**src/include/rvfi_trace_params.svh**
```systemverilog
// ******************************
// Retirement tracer parameters
// Widths of the traced words, the
// register index and cycle stamp
// ******************************

`ifndef RVFI_TRACE_PARAMS_SVH
`define RVFI_TRACE_PARAMS_SVH

// Data and address width of the traced core
`define TRACE_XLEN 32

// Cycle stamp width and its value after reset
`define TRACE_CYCLE_W 32
`define TRACE_CYCLE_RESET 0

// Register index width
`define TRACE_REG_ADDR_W 5

`endif
```
**src/hdl/rvfi_trace_pkg.sv**
```systemverilog
// ******************************
// Retirement tracer package
// Word types, instruction classes
// and the retire, decode and trace
// record structs
// ******************************

`include "rvfi_trace_params.svh"

package rvfi_trace_pkg;

  typedef logic [`TRACE_XLEN-1:0]       xlen_t;
  typedef logic [`TRACE_REG_ADDR_W-1:0] reg_addr_t;
  typedef logic [`TRACE_CYCLE_W-1:0]    cycle_t;

  // Bit 0 rs1, bit 1 rs2, bit 2 rd, bit 3 mem
  typedef logic [3:0] access_mask_t;

  localparam access_mask_t MASK_NONE = 4'b0000;
  localparam access_mask_t MASK_RS1  = 4'b0001;
  localparam access_mask_t MASK_RS2  = 4'b0010;
  localparam access_mask_t MASK_RD   = 4'b0100;
  localparam access_mask_t MASK_MEM  = 4'b1000;

  typedef enum logic [3:0] {
    INVALID      = 4'd0,
    UPPER        = 4'd1,
    JUMP         = 4'd2,
    JUMP_REG     = 4'd3,
    BRANCH       = 4'd4,
    LOAD         = 4'd5,
    STORE        = 4'd6,
    OP_IMM       = 4'd7,
    OP_SHIFT_IMM = 4'd8,
    OP_REG       = 4'd9,
    CSR_REG      = 4'd10,
    CSR_IMM      = 4'd11,
    FENCE        = 4'd12,
    SYSTEM       = 4'd13
  } insn_class_e;

  // Strobe and PC of one retirement
  typedef struct packed {
    logic  valid;
    xlen_t pc;
  } rvfi_retire_t;

  typedef struct packed {
    insn_class_e  insn_class;
    access_mask_t mask;
    xlen_t        imm;
  } insn_decode_t;

  typedef struct packed {
    logic         valid;
    cycle_t       cycle;
    xlen_t        pc;
    xlen_t        insn;
    logic         compressed;
    insn_class_e  insn_class;
    access_mask_t mask;
    xlen_t        imm;
    xlen_t        target;
  } trace_record_t;

  // Builds one decode result, shared by both decoders
  function automatic insn_decode_t make_decode(insn_class_e cls, access_mask_t acc, xlen_t imm);
    insn_decode_t d;
    d.insn_class = cls;
    d.mask       = acc;
    d.imm        = imm;
    return d;
  endfunction

endpackage

```
**src/hdl/rvfi_tracer.sv**
```systemverilog
// ******************************
// RVFI retirement tracer
// Decodes each retired instruction
// into one trace record per cycle
// ******************************

`timescale 1ns/1ns

module rvfi_tracer (
  input  logic                          clk_i,
  input  logic                          rst_ni,
  input  logic                          rvfi_valid,
  input  rvfi_trace_pkg::xlen_t         rvfi_pc_rdata,
  input  rvfi_trace_pkg::xlen_t         rvfi_insn,
  output rvfi_trace_pkg::trace_record_t record
);

  import rvfi_trace_pkg::*;

  rvfi_retire_t retire;
  insn_decode_t dec_full;
  insn_decode_t dec_comp;

  assign retire.valid = rvfi_valid;
  assign retire.pc    = rvfi_pc_rdata;

  // Both decodes run in parallel, the record unit picks one
  rv32_insn_decoder rv32_insn_decoder_inst (
    .insn (rvfi_insn),
    .dec  (dec_full)
  );

  rvc_insn_decoder rvc_insn_decoder_inst (
    .insn (rvfi_insn),
    .dec  (dec_comp)
  );

  trace_record_unit trace_record_unit_inst (
    .clk_i    (clk_i),
    .rst_ni   (rst_ni),
    .retire   (retire),
    .insn     (rvfi_insn),
    .dec_full (dec_full),
    .dec_comp (dec_comp),
    .record   (record)
  );

endmodule

```
**src/hdl/trace_record_unit.sv**
```systemverilog
// ******************************
// Trace record unit
// Cycle counter, decode select,
// control-flow target and the
// registered trace record
// ******************************

`timescale 1ns/1ns

`include "rvfi_trace_params.svh"

module trace_record_unit (
  input  logic                          clk_i,
  input  logic                          rst_ni,
  input  rvfi_trace_pkg::rvfi_retire_t  retire,
  input  rvfi_trace_pkg::xlen_t         insn,
  input  rvfi_trace_pkg::insn_decode_t  dec_full,
  input  rvfi_trace_pkg::insn_decode_t  dec_comp,
  output rvfi_trace_pkg::trace_record_t record
);

  import rvfi_trace_pkg::*;

  cycle_t        cycle_q;
  logic          is_compressed;
  insn_decode_t  dec_sel;
  logic          has_target;
  xlen_t         target;
  xlen_t         insn_trace;
  trace_record_t record_d;
  trace_record_t record_q;

  // Free running from reset
  always_ff @(posedge clk_i or negedge rst_ni) begin
    if (!rst_ni) begin
      cycle_q <= cycle_t'(`TRACE_CYCLE_RESET);
    end else begin
      cycle_q <= cycle_q + cycle_t'(1);
    end
  end

  // Any low bit pair other than 11 marks a 16-bit instruction
  assign is_compressed = (insn[1:0] != 2'b11);
  assign dec_sel       = is_compressed ? dec_comp : dec_full;

  // Only pc-relative branches and jumps get a target
  assign has_target = (dec_sel.insn_class == BRANCH) || (dec_sel.insn_class == JUMP);
  assign target     = has_target ? retire.pc + dec_sel.imm : '0;

  assign insn_trace = is_compressed ? {{(`TRACE_XLEN-16){1'b0}}, insn[15:0]} : insn;

  always_comb begin
    record_d.valid      = retire.valid;
    record_d.cycle      = cycle_q;
    record_d.pc         = retire.pc;
    record_d.insn       = insn_trace;
    record_d.compressed = is_compressed;
    record_d.insn_class = dec_sel.insn_class;
    record_d.mask       = dec_sel.mask;
    record_d.imm        = dec_sel.imm;
    record_d.target     = target;
  end

  always_ff @(posedge clk_i or negedge rst_ni) begin
    if (!rst_ni) begin
      record_q <= '0;
    end else begin
      record_q <= record_d;
    end
  end

  assign record = record_q;

endmodule

```
**src/hdl/rvc_insn_decoder.sv**
```systemverilog
// ******************************
// RV32C instruction decoder
// Maps a 16-bit compressed word
// onto the shared classes, access
// mask and byte offset immediate
// ******************************

`timescale 1ns/1ns

module rvc_insn_decoder (
  input  rvfi_trace_pkg::xlen_t        insn,
  output rvfi_trace_pkg::insn_decode_t dec
);

  import rvfi_trace_pkg::*;

  localparam logic [1:0] QUAD_C0 = 2'b00;
  localparam logic [1:0] QUAD_C1 = 2'b01;
  localparam logic [1:0] QUAD_C2 = 2'b10;

  // Stack pointer index, selects c.addi16sp over c.lui
  localparam logic [4:0] REG_SP = 5'd2;

  logic [1:0] quadrant;
  logic [2:0] funct3;
  logic [4:0] rd_field;
  logic [4:0] rs2_field;

  xlen_t imm_ci;
  xlen_t imm_shamt;
  xlen_t imm_addi4spn;
  xlen_t imm_addi16sp;
  xlen_t imm_lui;
  xlen_t imm_lw;
  xlen_t imm_lwsp;
  xlen_t imm_swsp;
  xlen_t imm_cj;
  xlen_t imm_cb;

  assign quadrant  = insn[1:0];
  assign funct3    = insn[15:13];
  assign rd_field  = insn[11:7];
  assign rs2_field = insn[6:2];

  // Offsets as the ISA scatters them over the word
  assign imm_ci       = {{26{insn[12]}}, insn[12], insn[6:2]};
  assign imm_shamt    = {26'b0, insn[12], insn[6:2]};
  assign imm_addi4spn = {22'b0, insn[10:7], insn[12:11], insn[5], insn[6], 2'b00};
  assign imm_addi16sp = {{22{insn[12]}}, insn[12], insn[4:3], insn[5], insn[2], insn[6], 4'b0};
  assign imm_lui      = {{14{insn[12]}}, insn[12], insn[6:2], 12'b0};
  assign imm_lw       = {25'b0, insn[5], insn[12:10], insn[6], 2'b00};
  assign imm_lwsp     = {24'b0, insn[3:2], insn[12], insn[6:4], 2'b00};
  assign imm_swsp     = {24'b0, insn[8:7], insn[12:9], 2'b00};
  assign imm_cj = {{20{insn[12]}}, insn[12], insn[8], insn[10:9], insn[6], insn[7], insn[2],
                   insn[11], insn[5:3], 1'b0};
  assign imm_cb = {{23{insn[12]}}, insn[12], insn[6:5], insn[2], insn[11:10], insn[4:3], 1'b0};

  always_comb begin
    dec = make_decode(INVALID, MASK_NONE, '0);
    case (quadrant)
      QUAD_C0: begin
        case (funct3)
          3'b000: begin
            // All zero payload is c.unimp
            if (insn[12:2] != 11'b0) begin
              dec = make_decode(OP_IMM, MASK_RD, imm_addi4spn);
            end
          end
          3'b010: dec = make_decode(LOAD, MASK_RS1 | MASK_RD | MASK_MEM, imm_lw);
          3'b110: dec = make_decode(STORE, MASK_RS1 | MASK_RS2 | MASK_MEM, imm_lw);
          default: ;
        endcase
      end
      QUAD_C1: begin
        case (funct3)
          3'b000: dec = make_decode(OP_IMM, MASK_RS1 | MASK_RD, imm_ci);
          3'b001: dec = make_decode(JUMP, MASK_RD, imm_cj);
          3'b010: dec = make_decode(OP_IMM, MASK_RD, imm_ci);
          3'b011: begin
            if (rd_field == REG_SP) begin
              dec = make_decode(OP_IMM, MASK_RS1 | MASK_RD, imm_addi16sp);
            end else begin
              dec = make_decode(UPPER, MASK_RD, imm_lui);
            end
          end
          3'b100: begin
            case (insn[11:10])
              2'b00, 2'b01: dec = make_decode(OP_SHIFT_IMM, MASK_RS1 | MASK_RD, imm_shamt);
              2'b10:        dec = make_decode(OP_IMM, MASK_RS1 | MASK_RD, imm_ci);
              default: begin
                // c.sub, c.xor, c.or, c.and; bit 12 set is RV64 only
                if (!insn[12]) begin
                  dec = make_decode(OP_REG, MASK_RS1 | MASK_RS2 | MASK_RD, '0);
                end
              end
            endcase
          end
          3'b101: dec = make_decode(JUMP, MASK_NONE, imm_cj);
          default: dec = make_decode(BRANCH, MASK_RS1, imm_cb);
        endcase
      end
      QUAD_C2: begin
        case (funct3)
          3'b000: dec = make_decode(OP_SHIFT_IMM, MASK_RS1 | MASK_RD, imm_shamt);
          3'b010: dec = make_decode(LOAD, MASK_RS1 | MASK_RD | MASK_MEM, imm_lwsp);
          3'b100: begin
            if (!insn[12]) begin
              if (rs2_field == 5'd0) begin
                dec = make_decode(JUMP_REG, MASK_RS1, '0);
              end else begin
                // c.mv
                dec = make_decode(OP_REG, MASK_RS2 | MASK_RD, '0);
              end
            end else if (insn[11:2] == 10'b0) begin
              dec = make_decode(SYSTEM, MASK_NONE, '0);
            end else if (rs2_field == 5'd0) begin
              dec = make_decode(JUMP_REG, MASK_RS1 | MASK_RD, '0);
            end else begin
              dec = make_decode(OP_REG, MASK_RS1 | MASK_RS2 | MASK_RD, '0);
            end
          end
          3'b110: dec = make_decode(STORE, MASK_RS1 | MASK_RS2 | MASK_MEM, imm_swsp);
          default: ;
        endcase
      end
      default: ;
    endcase
  end

endmodule

```
**src/hdl/rv32_insn_decoder.sv**
```systemverilog
// ******************************
// RV32 instruction decoder
// Maps a 32-bit word onto class,
// access mask and immediate
// ******************************

`timescale 1ns/1ns

module rv32_insn_decoder (
  input  rvfi_trace_pkg::xlen_t        insn,
  output rvfi_trace_pkg::insn_decode_t dec
);

  import rvfi_trace_pkg::*;

  // Major opcodes, instruction bits [6:2]
  localparam logic [4:0] OPC_LOAD     = 5'b00000;
  localparam logic [4:0] OPC_MISC_MEM = 5'b00011;
  localparam logic [4:0] OPC_OP_IMM   = 5'b00100;
  localparam logic [4:0] OPC_AUIPC    = 5'b00101;
  localparam logic [4:0] OPC_STORE    = 5'b01000;
  localparam logic [4:0] OPC_OP       = 5'b01100;
  localparam logic [4:0] OPC_LUI      = 5'b01101;
  localparam logic [4:0] OPC_BRANCH   = 5'b11000;
  localparam logic [4:0] OPC_JALR     = 5'b11001;
  localparam logic [4:0] OPC_JAL      = 5'b11011;
  localparam logic [4:0] OPC_SYSTEM   = 5'b11100;

  localparam logic [6:0] F7_BASE = 7'b0000000;
  localparam logic [6:0] F7_ALT  = 7'b0100000;
  localparam logic [6:0] F7_MULDIV = 7'b0000001;

  // funct12 of the privileged system instructions
  localparam logic [11:0] F12_ECALL  = 12'h000;
  localparam logic [11:0] F12_EBREAK = 12'h001;
  localparam logic [11:0] F12_MRET   = 12'h302;
  localparam logic [11:0] F12_DRET   = 12'h7b2;
  localparam logic [11:0] F12_WFI    = 12'h105;

  logic [4:0]  opcode;
  logic [2:0]  funct3;
  logic [6:0]  funct7;
  logic [11:0] funct12;

  xlen_t imm_i;
  xlen_t imm_s;
  xlen_t imm_b;
  xlen_t imm_u;
  xlen_t imm_j;
  xlen_t imm_shamt;
  xlen_t imm_uimm;

  assign opcode  = insn[6:2];
  assign funct3  = insn[14:12];
  assign funct7  = insn[31:25];
  assign funct12 = insn[31:20];

  // Immediates of every format, selected below
  assign imm_i = {{20{insn[31]}}, insn[31:20]};
  assign imm_s = {{20{insn[31]}}, insn[31:25], insn[11:7]};
  assign imm_b = {{19{insn[31]}}, insn[31], insn[7], insn[30:25], insn[11:8], 1'b0};
  assign imm_u = {insn[31:12], 12'b0};
  assign imm_j = {{11{insn[31]}}, insn[31], insn[19:12], insn[20], insn[30:21], 1'b0};
  assign imm_shamt = {27'b0, insn[24:20]};
  assign imm_uimm  = {27'b0, insn[19:15]};

  always_comb begin
    dec = make_decode(INVALID, MASK_NONE, '0);
    case (opcode)
      OPC_LUI, OPC_AUIPC: dec = make_decode(UPPER, MASK_RD, imm_u);
      OPC_JAL:            dec = make_decode(JUMP, MASK_RD, imm_j);
      OPC_JALR: begin
        if (funct3 == 3'b000) begin
          dec = make_decode(JUMP_REG, MASK_RS1 | MASK_RD, imm_i);
        end
      end
      OPC_BRANCH: begin
        // funct3 010 and 011 are reserved
        if (funct3[2:1] != 2'b01) begin
          dec = make_decode(BRANCH, MASK_RS1 | MASK_RS2, imm_b);
        end
      end
      OPC_LOAD: begin
        case (funct3)
          3'b000, 3'b001, 3'b010, 3'b100, 3'b101: begin
            dec = make_decode(LOAD, MASK_RS1 | MASK_RD | MASK_MEM, imm_i);
          end
          default: ;
        endcase
      end
      OPC_STORE: begin
        case (funct3)
          3'b000, 3'b001, 3'b010: dec = make_decode(STORE, MASK_RS1 | MASK_RS2 | MASK_MEM, imm_s);
          default: ;
        endcase
      end
      OPC_OP_IMM: begin
        case (funct3)
          3'b001: begin
            if (funct7 == F7_BASE) begin
              dec = make_decode(OP_SHIFT_IMM, MASK_RS1 | MASK_RD, imm_shamt);
            end
          end
          // srli or srai
          3'b101: begin
            if (funct7 == F7_BASE || funct7 == F7_ALT) begin
              dec = make_decode(OP_SHIFT_IMM, MASK_RS1 | MASK_RD, imm_shamt);
            end
          end
          default: dec = make_decode(OP_IMM, MASK_RS1 | MASK_RD, imm_i);
        endcase
      end
      OPC_OP: begin
        // Base ALU and the M group share this opcode
        if (funct7 == F7_BASE || funct7 == F7_MULDIV) begin
          dec = make_decode(OP_REG, MASK_RS1 | MASK_RS2 | MASK_RD, '0);
        end else if (funct7 == F7_ALT && (funct3 == 3'b000 || funct3 == 3'b101)) begin
          dec = make_decode(OP_REG, MASK_RS1 | MASK_RS2 | MASK_RD, '0);
        end
      end
      OPC_MISC_MEM: begin
        if (funct3 == 3'b000) begin
          dec = make_decode(FENCE, MASK_NONE, '0);
        end else if (funct3 == 3'b001) begin
          // fence.i
          dec = make_decode(SYSTEM, MASK_NONE, '0);
        end
      end
      OPC_SYSTEM: begin
        case (funct3)
          3'b000: begin
            case (funct12)
              F12_ECALL, F12_EBREAK, F12_MRET, F12_DRET, F12_WFI: begin
                dec = make_decode(SYSTEM, MASK_NONE, '0);
              end
              default: ;
            endcase
          end
          // Immediate carries the CSR address
          3'b001, 3'b010, 3'b011: dec = make_decode(CSR_REG, MASK_RS1 | MASK_RD, imm_i);
          3'b101, 3'b110, 3'b111: dec = make_decode(CSR_IMM, MASK_RD, imm_uimm);
          default: ;
        endcase
      end
      default: ;
    endcase
  end

endmodule

```
**config.mk**
```make
export PLATFORM = sky130hd
export DESIGN_NAME = rvfi_tracer
export DESIGN_NICKNAME = d
export VERILOG_FILES = /design/src/hdl/rvfi_trace_pkg.sv /design/src/hdl/rvfi_tracer.sv /design/src/hdl/trace_record_unit.sv /design/src/hdl/rvc_insn_decoder.sv /design/src/hdl/rv32_insn_decoder.sv
export VERILOG_INCLUDE_DIRS = /design/src /design/src/include
export SDC_FILE = /design/constraint.sdc
export NUM_CORES = 1
export LEC_CHECK = 0
export ABC_AREA = 1
export BUFFER_PORTS_ARGS = -buffer_cell sky130_fd_sc_hd__buf_4
export CORE_AREA = 2 2 115 172
export CTS_BUF_LIST = sky130_fd_sc_hd__clkbuf_16
export DETAILED_ROUTE_END_ITERATION = 12
export DIE_AREA = 0 0 117 174
export PLACE_DENSITY_LB_ADDON = 0.12
export SKIP_CTS_REPAIR_TIMING = 1
export SYNTH_ARGS = -nofsm -noshare
export SYNTH_HDL_FRONTEND = slang
export SYNTH_SLANG_ARGS = --single-unit
```
**constraint.sdc**
```tcl
create_clock -name clk_i -period 2.4 [get_ports clk_i]
set_clock_uncertainty 0.15 [all_clocks]
set_input_delay 0.24 -clock clk_i [delete_from_list [all_inputs] [get_ports clk_i]]
set_output_delay 0.24 -clock clk_i [all_outputs]
set_load 0.005 [all_outputs]
```
==> qor.yml, run 1 <==
yosys:
  synth_area_um2: 10220
  synth_area_leaders: "dfrtp_1, nand2_1, nor2_1"
  yosysSeqAreaShare: 0.4946
  syn-num-nets: 1316
  synth_seq_cells: 202
  synth_top_area_share: 0.4946
  ys_warn_count: 0
  yosysTopAreaCell: "dfrtp_1"
  synth_cells: 1213
  synth_edf_count: 0
  syn_area_per_cell_um2: 8.426
  synthDistinctLibCells: 48
  async_flop_share: 1.000
  dominantRegCellSynth: "dfrtp_1"
clocking:
  cts_root_buf: "clkbuf_16"
  cts_max_path_buffers: 3
  clock_sinks: 202
  htree_levels: 1
  cts_buffers: 20
outcome:
  error: "[ERROR GRT-0232] Routing congestion too high. Check the congestion heatmap in the GUI."
  status: "stopped before the end"
  stop_stage: "global routing (5_1_grt)"
place:
  dp_hpwl_um: 32420
  dp_cells: 1967
  gp_congestion: 1.077
  portBuffers: 236
sta:
  crit_endpoint: "trace_record_unit_inst.record[22]$_DFF_PN0_/D"
  worst_path_end_type: "register data pin"
grt:
  grt_max_degree: 91
  grt_usage: 0.7330
  grt-ovfl-total: 104
floorplan:
  pin_count: 237
  start_util: 0.5378
  die_h_um: 174
  num_rows: 62
  die_w_um: 117
==> logic make-up after synthesis <==
group	count (synthesis)	share of synthesized area
AND/OR/NAND/NOR	560	0.2397
flip-flops	202	0.4946
AO/OA/AOI/OAI	187	0.1047
buffers and inverters	177	0.07259
XOR/XNOR	51	0.04370
adder cells (fa/ha/maj)	36	0.04480
==> synthesized netlist by cell type (8+ instances only) <==
cell	count
a21oi_1	61
a31oi_1	8
dfrtp_1	202
ha_1	35
inv_1	151
nand2_1	241
nand3_1	62
nand4_1	19
nor2_1	167
nor2_2	22
nor3_1	18
o21ai_0	74
xnor2_1	20
xor2_1	31
==> metrics by stage <==
stage               hold slack (ns)  utilization  setup TNS [ns]  instance area [um^2]  worst slack [ns]
CTS                         -0.4990       0.8204          -18.61                 15590           -0.9424
detailed placement          0.02503       0.7841          -30.11                 14900            -1.375
floorplan                   -0.2056            -          -7.932                 10790           -0.4757
global placement            0.01691       0.7841          -28.45                 14900            -1.261
==> metal layers <==
metal / overflow / GRT usage
met3: 4 / 0.5443
met4: 43 / 0.7520
met2: 57 / 0.9109
met1: 0 / 0.7349
met5: 0 / 0.1077
==> inputs of run 2 (changes only) <==
- CORE_AREA: 2 2 115 172 -> 2 2 163 165
- CTS_BUF_LIST: sky130_fd_sc_hd__clkbuf_16 -> not set
- DIE_AREA: 0 0 117 174 -> 0 0 165 167
- PLACE_DENSITY_LB_ADDON: 0.12 -> 0.15
==> qor.yml, run 2 <==
clocking:
  clock_sinks: 202
  cts_buffers: 23
  cts_max_path_buffers: 3
  htree_levels: 1
  clock_latency_ns: 0.53
  cts.clk_slew.worst_paths_ns: 0.06
  cts_tree: "yes"
  cts_root_buf: "clkbuf_16"
yosys:
  synth.most_common_cell: "nand2_1"
  async_flop_share: 1.000
  dominantRegCellSynth: "dfrtp_1"
  syn_area_per_cell_um2: 8.426
  synth_cells: 1213
  ys_warn_count: 0
  yosysTopAreaCell: "dfrtp_1"
  synthDistinctLibCells: 48
  synth_seq_cells: 202
  synth_edf_count: 0
  netlist_top_cells_count: "nand2_1, dfrtp_1, nor2_1"
  syn-num-nets: 1316
  synth_area_leaders: "dfrtp_1, nand2_1, nor2_1"
  synth_top_area_share: 0.4946
  yosysSeqAreaShare: 0.4946
  synth_area_um2: 10220
sta:
  fmax_mhz: 370.7
  drv_slew: 0
  slew_headroom: 0.7042
  fin_ws_ns: -0.2977
  holdWs_ns: 0.008496
  fin_crit_sh: 1.124
  finalSetupViolCount: 25
  tightest_slew_ns: 0.4437
  finalCriticalPeriod_ns: 2.698
  rsz0062_at_grt: "true"
  hold_violations: 0
place:
  portBuffers: 236
  postPlaceCellArea_um2: 15040
  dp_slack_ns: -1.125
  gp_congestion: 0.9856
  dp_hpwl_um: 31890
routing:
  vias: 10810
  wl_per_cell_um: 18.68
  dr.pass1.iters: 6
  drt-total-wl_um: 40690
  drtAntennaViolNets: 0
  drc: 0
  drtIter0Drc: 810
  via_per_inst: 4.964
floorplan:
  start_util: 0.3967
  die_h_um: 167
  die_w_um: 165
  pin_count: 237
  core_area_um2: 25760
  die_area_um2: 27560
  num_rows: 59
finish:
  area_growth_pct: 75.53
  drive_above_1_share: 0.5003
  final_cell_mix: "buf_4, dfrtp_1, nand2_1"
  largest_reg_flops: 170
  fin_nets: 1930
  n_antenna_cell: 0
  stdcell_area_um2: 17940
  fillCellCount: 2039
  final_common_cell: "buf_4"
pwr:
  p_sw_mw: 2.851
  seq_power_share: 0.366
  switching_share: 0.2867
  p_per_area_nw_per_um2: 554.2
  clkPwrFrac: 0.372
  leakage_nw: 9.027
  ir_worst_vdd_v: 0.0006364
  combPwrFrac: 0.262
  power.internal_mw: 7.091
grt:
  antenna_found_initial: 0
  grt_pass1_wl_um: 59910
  grt_usage: 0.2843
  grt-ovfl-total: 0
  grt_max_degree: 53
  grt_pass1_vias: 10580
outcome:
  status: "complete, but fails checks"
  violations: "negative setup slack"
critical_path:
  rr_startpoint: "trace_record_unit_inst.cycle_q[0]"
  start_kind: "input pin"
  critical_path.max_fanout: 4
  worstPathRequired_ns: 2.67
  cp-startpoint: "rvfi_insn[27]"
  cp-end-kind: "flop"
  critPathKind: "input pin to flop"
  critPathArrivalTime_ns: 2.96
hold_path:
  hp-class: "input pin to flop"
  worstHoldStart: "rvfi_insn[21]"
job:
  drv_cap: 0
[run 2: cell counts after synthesis]
Identical to the previous run, type by type.
[run 2: routing by layer]
| layer | vias up | global-route usage | routed length [um] |
|---|---|---|---|
| li1 | 5145 | - | - |
| met1 | 5212 | 0.3966 | 17720 |
| met2 | 381 | 0.4522 | 18970 |
| met3 | 74 | 0.05355 | 2830 |
| met4 | 0 | 0.07750 | 1173 |
| met5 | - | 0 | 0 |
[run 2: layout make-up]
type	instances	area (um^2)	area share
well taps	335	419.2	0.02336
clock buffers	31	655.6	0.03654
repair buffers	608	4932	0.2749
multi-input cells	835	6110	0.3405
clock inverters	10	148.9	0.008299
flip-flops and latches	202	5055	0.2817
inverters	157	620.6	0.03459
[run 2: worst max-delay path, cell delays in order]
cell and delay [ns]:
buf_4 0.12, nor3_2 0.23, nand3_1 0.10, nand2_1 0.10
nand2_1 0.12, nand2_2 0.11, o21ai_2 0.07, a31oi_1 0.16
buf_4 0.17, ha_4 0.14, inv_4 0.03, fa_2 0.38
inv_2 0.06, nand3_2 0.07, nand3_4 0.11, nand2_2 0.07
nand2_4 0.10, nand2_2 0.05, nand2_2 0.07, nand4_1 0.16
nand3_1 0.13, nand2_1 0.05, nand2_1 0.05, nor2_1 0.04
[run 2: power by group through the flow]
stage / logic (mW) / registers [mW] / clock network (mW)
finish: 2.60 / 3.64 / 3.70
detailed placement: 2.14 / 3.70 / 0
global route: 2.80 / 3.65 / 3.95
global placement: 2.14 / 3.70 / 0
floorplan: 0.905 / 3.71 / 0
CTS: 2.15 / 3.64 / 3.77
[run 2: per-stage QoR]
step | util | power [mW] | TNS (ns) | cells
after floorplan | - | 4.610 | -7.932 | 1213
after global placement | 0.5837 | 5.834 | -26.53 | 2051
after detailed placement | 0.5837 | 5.839 | -27.33 | 2051
after CTS | 0.6149 | 9.562 | -11.06 | 2092
after global routing | 0.6964 | 10.40 | -7.147 | 2178
final | 0.6964 | 9.942 | -3.655 | 2178
[run 2: worst paths after layout]
check | endpoint | slack (ns) | depth (start not counted)
worst max-delay path | trace_record_unit_inst.record[26] | -0.30 | 24
worst min-delay path | trace_record_unit_inst.record[94] | 0.008 | 4
worst max register to register | trace_record_unit_inst.cycle_q[28] | 0.21 | 10
worst min register to register | trace_record_unit_inst.record[140] | 0.25 | 0
max in group asynchronous | trace_record_unit_inst.record[52] | 1.37 | 3
min in group asynchronous | trace_record_unit_inst.record[138] | 0.09 | 2
[run 2: cells by family (layout without fill, tap and decap cells)]
group	Yosys count	after routing	share of synthesized area
buf+inv	177	806	0.07259
simple gates	560	561	0.2397
xor+xnor	51	51	0.04370
fa+ha+maj	36	36	0.04480
flops	202	202	0.4946
compound gates	187	187	0.1047
Note: power is estimated with default switching activity, not from simulation.
